File: src/source/vfu_pkg.sv
// Shared types and constants of the vector execution unit
// A vector register holds NR_WORDS_PER_VREG words of VRF_DATA_W bits
// NR_WORDS_PER_VREG must be a power of two, word addresses are {vreg, word}
// Element counts are limited to one vector register (vl <= 32 at SEW 8)

package vfu_pkg;

  //////////////////////////////////////////////////
  // Geometry
  //////////////////////////////////////////////////

  localparam int unsigned N_LANES           = 2;
  localparam int unsigned ELEN              = 32;
  localparam int unsigned VRF_DATA_W        = N_LANES * ELEN;
  localparam int unsigned NR_BYTES_PER_WORD = VRF_DATA_W / 8;
  localparam int unsigned NR_WORDS_PER_VREG = 4;
  localparam int unsigned NR_VREGS          = 32;
  localparam int unsigned WORD_IDX_W        = $clog2(NR_WORDS_PER_VREG);
  localparam int unsigned VREG_IDX_W        = $clog2(NR_VREGS);

  typedef logic [VREG_IDX_W-1:0]            vreg_idx_t;
  typedef logic [WORD_IDX_W-1:0]            word_idx_t;
  typedef logic [VREG_IDX_W+WORD_IDX_W-1:0] vreg_addr_t;
  typedef logic [VRF_DATA_W-1:0]            vreg_data_t;
  typedef logic [5:0]                       vlen_t;
  typedef logic [1:0]                       vfu_id_t;

  //////////////////////////////////////////////////
  // Encodings
  //////////////////////////////////////////////////

  typedef enum logic [1:0] {
    EW_8  = 2'd0,
    EW_16 = 2'd1,
    EW_32 = 2'd2
  } vew_e;

  typedef enum logic [2:0] {
    VADD,
    VSUB,
    VAND,
    VOR,
    VXOR,
    VMINU,
    VMAXU
  } vfu_op_e;

  // Instruction as it enters the unit
  typedef struct packed {
    vfu_id_t     id;
    vfu_op_e     op;
    vew_e        vsew;
    vlen_t       vl;
    vreg_idx_t   vd;
    vreg_idx_t   vs1;
    vreg_idx_t   vs2;
    logic        use_vs1;
    logic [31:0] rs1;
  } vfu_req_t;

  // One result word on its way to the VRF
  typedef struct packed {
    vreg_addr_t waddr;
    vreg_data_t wdata;
    vfu_id_t    id;
    logic       last;
  } vfu_wb_t;

endpackage

File: src/source/vfu_controller.sv
`timescale 1ns/1ps
// Sequences the head instruction of the request queue word by word
// Reads vs2 on port 0 and vs1 on port 1 with one VRF word per cycle
// Issues a word only when all needed reads are valid and the result stage is ready
// Popping the queue on the last word lets the next instruction follow directly

module vfu_controller (
  input  logic                       clk_i,
  input  logic                       rst_n_i,
  // Head of the request queue
  input  vfu_pkg::vfu_req_t          req_i,
  input  logic                       req_valid_i,
  output logic                       req_ready_o,
  // VRF read port
  output vfu_pkg::vreg_addr_t  [1:0] vrf_raddr_o,
  output logic                 [1:0] vrf_re_o,
  input  vfu_pkg::vreg_data_t  [1:0] vrf_rdata_i,
  input  logic                 [1:0] vrf_rvalid_i,
  // Lanes
  output vfu_pkg::vreg_data_t        lane_op1_o,
  output vfu_pkg::vreg_data_t        lane_op2_o,
  output vfu_pkg::vfu_op_e           lane_op_o,
  output vfu_pkg::vew_e              lane_sew_o,
  input  vfu_pkg::vreg_data_t        lane_result_i,
  // Result stage
  output vfu_pkg::vfu_wb_t           wb_o,
  output logic                       wb_valid_o,
  input  logic                       wb_ready_i
);

  import vfu_pkg::*;

  //////////////////////////////////////////////////
  // Element and word counting
  //////////////////////////////////////////////////

  vlen_t                  elem_cnt_q;
  word_idx_t              word_q;
  vlen_t                  epw;
  logic [$bits(vlen_t):0] next_cnt;
  logic                   last_word;
  logic                   operands_valid;
  logic                   issue;

  // Elements per VRF word at the current SEW
  assign epw       = vlen_t'(NR_BYTES_PER_WORD >> req_i.vsew);
  assign next_cnt  = {1'b0, elem_cnt_q} + {1'b0, epw};
  assign last_word = next_cnt >= {1'b0, req_i.vl};

  always_ff @(posedge clk_i or negedge rst_n_i) begin
    if (!rst_n_i) begin
      elem_cnt_q <= '0;
      word_q     <= '0;
    end else if (issue) begin
      if (last_word) begin
        elem_cnt_q <= '0;
        word_q     <= '0;
      end else begin
        elem_cnt_q <= next_cnt[$bits(vlen_t)-1:0];
        word_q     <= word_q + word_idx_t'(1);
      end
    end
  end

  //////////////////////////////////////////////////
  // Operand requests
  //////////////////////////////////////////////////

  // Address stays put until the word issues
  assign vrf_raddr_o[0] = {req_i.vs2, word_q};
  assign vrf_raddr_o[1] = {req_i.vs1, word_q};
  assign vrf_re_o       = {req_valid_i && req_i.use_vs1, req_valid_i};

  assign operands_valid = req_valid_i && vrf_rvalid_i[0] &&
                          (!req_i.use_vs1 || vrf_rvalid_i[1]);

  // Scalar operand replicated to the element width
  always_comb begin
    if (req_i.use_vs1) begin
      lane_op1_o = vrf_rdata_i[1];
    end else begin
      unique case (req_i.vsew)
        EW_8:    lane_op1_o = {(VRF_DATA_W / 8){req_i.rs1[7:0]}};
        EW_16:   lane_op1_o = {(VRF_DATA_W / 16){req_i.rs1[15:0]}};
        default: lane_op1_o = {(VRF_DATA_W / 32){req_i.rs1}};
      endcase
    end
  end

  assign lane_op2_o = vrf_rdata_i[0];
  assign lane_op_o  = req_i.op;
  assign lane_sew_o = req_i.vsew;

  //////////////////////////////////////////////////
  // Issue
  //////////////////////////////////////////////////

  assign wb_valid_o  = operands_valid;
  assign issue       = wb_valid_o && wb_ready_i;
  assign req_ready_o = issue && last_word;

  always_comb begin
    wb_o.waddr = {req_i.vd, word_q};
    wb_o.wdata = lane_result_i;
    wb_o.id    = req_i.id;
    wb_o.last  = last_word;
  end

  vl_nonzero_a: assert property (@(posedge clk_i) disable iff (!rst_n_i)
    req_valid_i |-> (req_i.vl != '0));

endmodule

File: src/source/vfu_lane.sv
`timescale 1ns/1ps
// One 32-bit SIMD integer ALU, purely combinational
// Elements are independent, no carry or borrow crosses an element boundary
// Subtract is op2 - op1, min and max compare unsigned

module vfu_lane (
  input  vfu_pkg::vfu_op_e         op_i,
  input  vfu_pkg::vew_e            sew_i,
  input  logic [vfu_pkg::ELEN-1:0] op1_i,
  input  logic [vfu_pkg::ELEN-1:0] op2_i,
  output logic [vfu_pkg::ELEN-1:0] result_o
);

  import vfu_pkg::*;

  // Works on zero-extended elements, the caller keeps the low bits
  function automatic logic [ELEN-1:0] elem_alu(
    input vfu_op_e         op,
    input logic [ELEN-1:0] a,
    input logic [ELEN-1:0] b
  );
    logic [ELEN-1:0] res;
    unique case (op)
      VADD:    res = b + a;
      VSUB:    res = b - a;
      VAND:    res = b & a;
      VOR:     res = b | a;
      VXOR:    res = b ^ a;
      VMINU:   res = (b < a) ? b : a;
      VMAXU:   res = (b > a) ? b : a;
      default: res = '0;
    endcase
    return res;
  endfunction

  logic [ELEN-1:0] res8, res16, res32;

  always_comb begin
    for (int e = 0; e < ELEN / 8; e++) begin
      res8[8*e +: 8] = 8'(elem_alu(op_i, ELEN'(op1_i[8*e +: 8]), ELEN'(op2_i[8*e +: 8])));
    end
    for (int e = 0; e < ELEN / 16; e++) begin
      res16[16*e +: 16] = 16'(elem_alu(op_i, ELEN'(op1_i[16*e +: 16]),
                                       ELEN'(op2_i[16*e +: 16])));
    end
    res32 = elem_alu(op_i, op1_i, op2_i);
  end

  // Pick the result of the active element width
  always_comb begin
    unique case (sew_i)
      EW_8:    result_o = res8;
      EW_16:   result_o = res16;
      default: result_o = res32;
    endcase
  end

endmodule

File: src/source/vfu_spill_reg.sv
`timescale 1ns/1ps
// Two-slot register, cuts both the valid and the ready path
// Full throughput while the consumer keeps ready_i high
// Output data is held stable until it is taken

module vfu_spill_reg #(
  parameter type T = logic
) (
  input  logic clk_i,
  input  logic rst_n_i,
  input  logic valid_i,
  output logic ready_o,
  input  T     data_i,
  output logic valid_o,
  input  logic ready_i,
  output T     data_o
);

  // Slot A takes new data, slot B keeps what the output refused
  logic a_full_q, b_full_q;
  T     a_data_q, b_data_q;
  logic a_fill, a_drain, b_fill, b_drain;

  assign a_fill  = valid_i && ready_o;
  assign a_drain = a_full_q && !b_full_q;
  assign b_fill  = a_drain && !ready_i;
  assign b_drain = b_full_q && ready_i;

  always_ff @(posedge clk_i or negedge rst_n_i) begin
    if (!rst_n_i) begin
      a_full_q <= 1'b0;
      b_full_q <= 1'b0;
    end else begin
      a_full_q <= a_fill || (a_full_q && !a_drain);
      b_full_q <= b_fill || (b_full_q && !b_drain);
    end
  end

  always_ff @(posedge clk_i) begin
    if (a_fill) begin
      a_data_q <= data_i;
    end
    if (b_fill) begin
      b_data_q <= a_data_q;
    end
  end

  // B is always the older entry
  assign ready_o = !a_full_q || !b_full_q;
  assign valid_o = a_full_q || b_full_q;
  assign data_o  = b_full_q ? b_data_q : a_data_q;

  data_hold_a: assert property (@(posedge clk_i) disable iff (!rst_n_i)
    (valid_o && !ready_i) |=> (valid_o && $stable(data_o)));

endmodule

File: src/source/vfu_top.sv
`timescale 1ns/1ps
// Integer vector execution unit on an external VRF
// Read port 0 carries vs2, read port 1 carries vs1
// Words and responses leave in request order

module vfu_top (
  input  logic                      clk_i,
  input  logic                      rst_n_i,
  input  vfu_pkg::vfu_req_t         req_i,
  input  logic                      req_valid_i,
  output logic                      req_ready_o,
  output vfu_pkg::vreg_addr_t [1:0] vrf_raddr_o,
  output logic                [1:0] vrf_re_o,
  input  vfu_pkg::vreg_data_t [1:0] vrf_rdata_i,
  input  logic                [1:0] vrf_rvalid_i,
  output logic                      vrf_we_o,
  output vfu_pkg::vreg_addr_t       vrf_waddr_o,
  output vfu_pkg::vreg_data_t       vrf_wdata_o,
  input  logic                      vrf_wvalid_i,
  output logic                      vfu_rsp_valid_o,
  output vfu_pkg::vfu_id_t          vfu_rsp_id_o
);

  import vfu_pkg::*;

  vfu_req_t   q_req;
  logic       q_valid, q_ready;
  vreg_data_t lane_op1, lane_op2, lane_result;
  vfu_op_e    lane_op;
  vew_e       lane_sew;
  vfu_wb_t    wb;
  logic       wb_valid, wb_ready;

  //////////////////////////////////////////////////
  // Request queue
  //////////////////////////////////////////////////

  vfu_spill_reg #(
    .T(vfu_req_t)
  ) i_req_queue (
    .clk_i  (clk_i),
    .rst_n_i(rst_n_i),
    .valid_i(req_valid_i),
    .ready_o(req_ready_o),
    .data_i (req_i),
    .valid_o(q_valid),
    .ready_i(q_ready),
    .data_o (q_req)
  );

  vfu_controller i_controller (
    .clk_i        (clk_i),
    .rst_n_i      (rst_n_i),
    .req_i        (q_req),
    .req_valid_i  (q_valid),
    .req_ready_o  (q_ready),
    .vrf_raddr_o  (vrf_raddr_o),
    .vrf_re_o     (vrf_re_o),
    .vrf_rdata_i  (vrf_rdata_i),
    .vrf_rvalid_i (vrf_rvalid_i),
    .lane_op1_o   (lane_op1),
    .lane_op2_o   (lane_op2),
    .lane_op_o    (lane_op),
    .lane_sew_o   (lane_sew),
    .lane_result_i(lane_result),
    .wb_o         (wb),
    .wb_valid_o   (wb_valid),
    .wb_ready_i   (wb_ready)
  );

  //////////////////////////////////////////////////
  // Lanes
  //////////////////////////////////////////////////

  for (genvar l = 0; l < N_LANES; l++) begin : gen_lanes
    vfu_lane i_lane (
      .op_i    (lane_op),
      .sew_i   (lane_sew),
      .op1_i   (lane_op1[l*ELEN +: ELEN]),
      .op2_i   (lane_op2[l*ELEN +: ELEN]),
      .result_o(lane_result[l*ELEN +: ELEN])
    );
  end

  vfu_writeback i_writeback (
    .clk_i       (clk_i),
    .rst_n_i     (rst_n_i),
    .wb_i        (wb),
    .wb_valid_i  (wb_valid),
    .wb_ready_o  (wb_ready),
    .vrf_we_o    (vrf_we_o),
    .vrf_waddr_o (vrf_waddr_o),
    .vrf_wdata_o (vrf_wdata_o),
    .vrf_wvalid_i(vrf_wvalid_i),
    .rsp_valid_o (vfu_rsp_valid_o),
    .rsp_id_o    (vfu_rsp_id_o)
  );

endmodule

File: src/source/vfu_writeback.sv
`timescale 1ns/1ps
// Result stage in front of the VRF write port
// A word is written when we and wvalid are high together
// The response pulses in the cycle the last word of an instruction is written

module vfu_writeback (
  input  logic                clk_i,
  input  logic                rst_n_i,
  input  vfu_pkg::vfu_wb_t    wb_i,
  input  logic                wb_valid_i,
  output logic                wb_ready_o,
  output logic                vrf_we_o,
  output vfu_pkg::vreg_addr_t vrf_waddr_o,
  output vfu_pkg::vreg_data_t vrf_wdata_o,
  input  logic                vrf_wvalid_i,
  output logic                rsp_valid_o,
  output vfu_pkg::vfu_id_t    rsp_id_o
);

  import vfu_pkg::*;

  vfu_wb_t staged;
  logic    staged_valid;

  vfu_spill_reg #(
    .T(vfu_wb_t)
  ) i_result_stage (
    .clk_i  (clk_i),
    .rst_n_i(rst_n_i),
    .valid_i(wb_valid_i),
    .ready_o(wb_ready_o),
    .data_i (wb_i),
    .valid_o(staged_valid),
    .ready_i(vrf_wvalid_i),
    .data_o (staged)
  );

  assign vrf_we_o    = staged_valid;
  assign vrf_waddr_o = staged.waddr;
  assign vrf_wdata_o = staged.wdata;

  // Completion on acceptance of the final word
  assign rsp_valid_o = staged_valid && vrf_wvalid_i && staged.last;
  assign rsp_id_o    = staged.id;

endmodule
File: config.mk
export PLATFORM = sky130hd
export DESIGN_NAME = vfu_top
export DESIGN_NICKNAME = d
export VERILOG_FILES = /design/src/source/vfu_pkg.sv /design/src/source/vfu_controller.sv /design/src/source/vfu_lane.sv /design/src/source/vfu_spill_reg.sv /design/src/source/vfu_top.sv /design/src/source/vfu_writeback.sv
export SDC_FILE = /design/constraint.sdc
export NUM_CORES = 1
export LEC_CHECK = 0
export BUFFER_PORTS_ARGS = -buffer_cell sky130_fd_sc_hd__buf_4
export CORE_MARGIN = 2
export CORE_UTILIZATION = 50
export CTS_BUF_LIST = sky130_fd_sc_hd__clkbuf_8
export DETAILED_ROUTE_END_ITERATION = 8
export PLACE_DENSITY = 0.75
export SYNTH_ARGS = -nofsm -noshare
export SYNTH_HDL_FRONTEND = slang
export SYNTH_HIERARCHICAL = 1
export SYNTH_SLANG_ARGS = --single-unit
File: constraint.sdc
create_clock -name clk_i -period 8.96 [get_ports clk_i]
set_clock_uncertainty 0.1 [all_clocks]
set_input_delay 1.792 -clock clk_i [delete_from_list [all_inputs] [get_ports clk_i]]
set_output_delay 1.792 -clock clk_i [all_outputs]
set_load 0.05 [all_outputs]
==> flow_summary.toml <==
[outcome]
outcome = "finished clean"

[pwr]
power.density_nw_per_um2 = 322
irDropWorstVdd_mv = 0.149
p_leak_nw = 14.2
power_mw = 11.2

[global_route]
grt_max_degree = 91
grt_pass1_vias = 29600
grt-ovfl-total = 0
track_usage_pct = 37.1
antenna_found_initial = 9
grt_pass1_wl_um = 191000

[worst_setup_path]
critPathMaxFanout = 47
cpMostUsedCell = "a21oi_1"
crit_path_top_delay_cell = "a211oi_1"
crit_buf_inv = 2
crit_chain = "buf_4 > mux2_2 > nor2b_1 > a211oi_1 > a21oi_1 > inv_1 > ha_1 > nor2b_1 > a211oi_2 > o221ai_2 > a211oi_4 > mux2i_1 > a21oi_1 > a2bb2oi_1 > a21oi_1 > nor4b_1 > a211oi_1"
endpoint_kind = "register"
cpPeakStageDelay_ns = 0.88
cp.arrival_ns = 7.96
crit_family = "compound AO/OA/AOI/OAI gates"
worstSetupPathType = "register to register"
crit_required_ns = 9.37
start_kind = "register"

[yosys]
synth_area_leader_cell = "edfxtp_1"
synth_area_leaders = "edfxtp_1, ha_1, a21oi_1"
synth_nets = 4204
yosysTopAreaCellShare_pct = 24.8
synth-edff-count = 270
ys_warn_count = 6
syn-cell-area_um2 = 32600
synth_flop_cell = "edfxtp_1"
ys_seq_area_share_pct = 25.8
syn_inst = 3773
synth_area_per_cell_um2 = 8.65
ys_ff_latch = 282
async_flop_share_pct = 4.26
synth_cell_type_count = 119

[clock_network]
cts_tree = "done"
ctsHoldBuffers = 0
cts_made_buffers = 51
clkSinkCount = 282
clkSlewWorstSetupHoldPaths_ns = 0.07
post_cts_buffers = 0
cts_resized = 0
clock_path_buffers = 3
insertion_delay_ns = 0.71
htreeDepth = 2
clock-root-buffer = "clkbuf_8"

[die]
start_util_pct = 50.6
fp.dieW_um = 259
die_h_um = 259
pin_count = 287
die_area_um2 = 67300
rows = 93
coreArea_um2 = 64500

[min_path]
hold_path_class = "register to register"

[placed_design]
port_buffers = 286
routabilityCongestion = 1.04
dp_cells = 4550
dp_hpwl_um = 95100
dp_slack_ns = 1.70

[sta]
fin_crit_sh_pct = 84.3
max_slew_margin_pct = 12.3
whs_ns = 0.336
drv_slew = 0
finalWorstSetupSlack_ns = 1.41
hold_viol = 0
finalSetupTns_ns = 0
fmax_ghz = 0.132
setup-violations-final = 0
tightest_slew_ns = 1.30
rsz0062_at_grt = "false"
fin_crit_ns = 7.55

[route]
wl_um = 130000
routed_via_density = 6.90
wl_per_cell_um = 28.0
vias = 32100
dr.pass1.iters = 6
first_iter_violations = 4641
drc = 0
ant_nets = 0

[finish]
nets = 4179
fillCellCount = 6049
final_cells = 4649
syn_to_final_growth_pct = 6.82
drive_gt1_share_pct = 17.3

[job]
drv_cap = 0
## placed cells by master, fill, tap and decap left out, drive strengths merged, types with 50 or more instances in the layout
cell    netlist  final
edfxtp      270    270
a21oi       361    361
a22oi        91     91
xnor2        90     90
a211oi       55     55
inv         267    283
o21ai       174    174
mux2i       123    123
a221oi       69     69
o221ai      100    100
ha          219    219
nor2        291    291
mux2        139    139
nand3        62     62
nor2b        50     50
buf         263    340
o22ai        73     73
a21o         56     56
clkbuf      155     54
nand2       212    212
## registers in the layout, indices dropped and copies added (netlist names)
name,flops
i_writeback/i_result_stage/b_data_q,74
i_req_queue/a_full_q,1
i_controller/elem_cnt_q,6
i_writeback/i_result_stage/a_data_q,74
i_req_queue/b_full_q,1
i_writeback/i_result_stage/a_full_q,1
i_controller/word_q,2
i_req_queue/b_data_q,61
i_writeback/i_result_stage/b_full_q,1
i_req_queue/a_data_q,61
## metal layers
layer  part of all wire [%]  up-vias  global-route usage [%]
li1                       -    14000                       -
met1                     38    15300                    49.4
met2                     43     2391                    56.3
met3                     14      385                    10.1
met4                    4.7        0                    16.1
met5                      0        -                       0
## power by group
| part | leakage, nW | total [mW] | internal, mW | switching, mW |
|---|---|---|---|---|
| Sequential | 2.65 | 2.03 | 1.85 | 0.185 |
| Clock | 0.548 | 1.21 | 0.597 | 0.614 |
| Combinational | 11.0 | 7.98 | 2.69 | 5.29 |
## final timing paths
| kind | slack (ns) | end | from | cells after the start |
|---|---|---|---|---|
| max | 1.41 | i_writeback/i_result_stage/a_data_q[25] | i_req_queue/b_full_q | 17 |
| min | 0.34 | i_req_queue/b_data_q[14] | i_req_queue/a_data_q[14] | 0 |
| max reg2reg | 1.41 | i_writeback/i_result_stage/a_data_q[25] | i_req_queue/b_full_q | 17 |
| min reg2reg | 0.34 | i_req_queue/b_data_q[14] | i_req_queue/a_data_q[14] | 0 |
| max in group asynchronous | 7.70 | i_writeback/i_result_stage/b_full_q | rst_n_i | 1 |
| min in group asynchronous | 0.83 | i_controller/elem_cnt_q[2] | rst_n_i | 1 |
## final cells by class
cell class	instances	area [um^2]	area share (%)
antenna	9	22.5	0.0646
clock buffer	54	743	2.13
clock inverter	36	223	0.639
inverter	271	1020	2.92
multi-input combinational	2802	20800	59.7
sequential	282	8420	24.1
tap	855	1070	3.07
timing repair buffer	340	2550	7.32
## through the flow
step	cell area [um^2]	util (%)
2_1_floorplan	32600	-
3_3_place_gp	33900	52.5
3_5_place_dp	33900	52.5
4_1_cts	34800	54.0
5_1_grt	34900	54.1
6_report	34900	54.1
## worst reg2reg max path, stage by stage (launching register included)
cell and delay, ns:
dfrtp_4 0.70, buf_4 0.65, mux2_2 0.47, nor2b_1 0.17
a211oi_1 0.88, a21oi_1 0.24, inv_1 0.18, ha_1 0.69
nor2b_1 0.16, a211oi_2 0.46, o221ai_2 0.34, a211oi_4 0.80
mux2i_1 0.74, a21oi_1 0.16, a2bb2oi_1 0.15, a21oi_1 0.15
nor4b_1 0.07, a211oi_1 0.28
## cell usage after synthesis, drive strengths merged, types with 24 or more instances
master    n
o31ai    42
mux2    139
o21ai   174
inv     267
a31oi    41
mux2i   123
o22ai    73
a221o    41
nor4     34
buf     263
clkbuf  155
o21bai   37
a22oi    91
o221ai  100
edfxtp  270
nor2    291
nor3     45
nand3    62
a21oi   361
nor2b    50
a211oi   55
a21o     56
a221oi   69
ha      219
nand2   212
xnor2    90
nand4    24
o211ai   46
## logic make-up (layout without fill, tap and decap cells)
group | after synthesis | count (layout) | synth area share [%]
AOI/OAI and AO/OA | 1377 | 1377 | 29.5
and+or+nand+nor | 826 | 826 | 12.1
buffers and inverters | 689 | 701 | 10.8
DFF | 282 | 282 | 25.8
muxes | 263 | 263 | 9.77
adders and majority gates | 236 | 236 | 9.44
xor gates and xnor gates | 100 | 100 | 2.68
other | 0 | 9 | 0
Power figures use the tool's default switching activity.
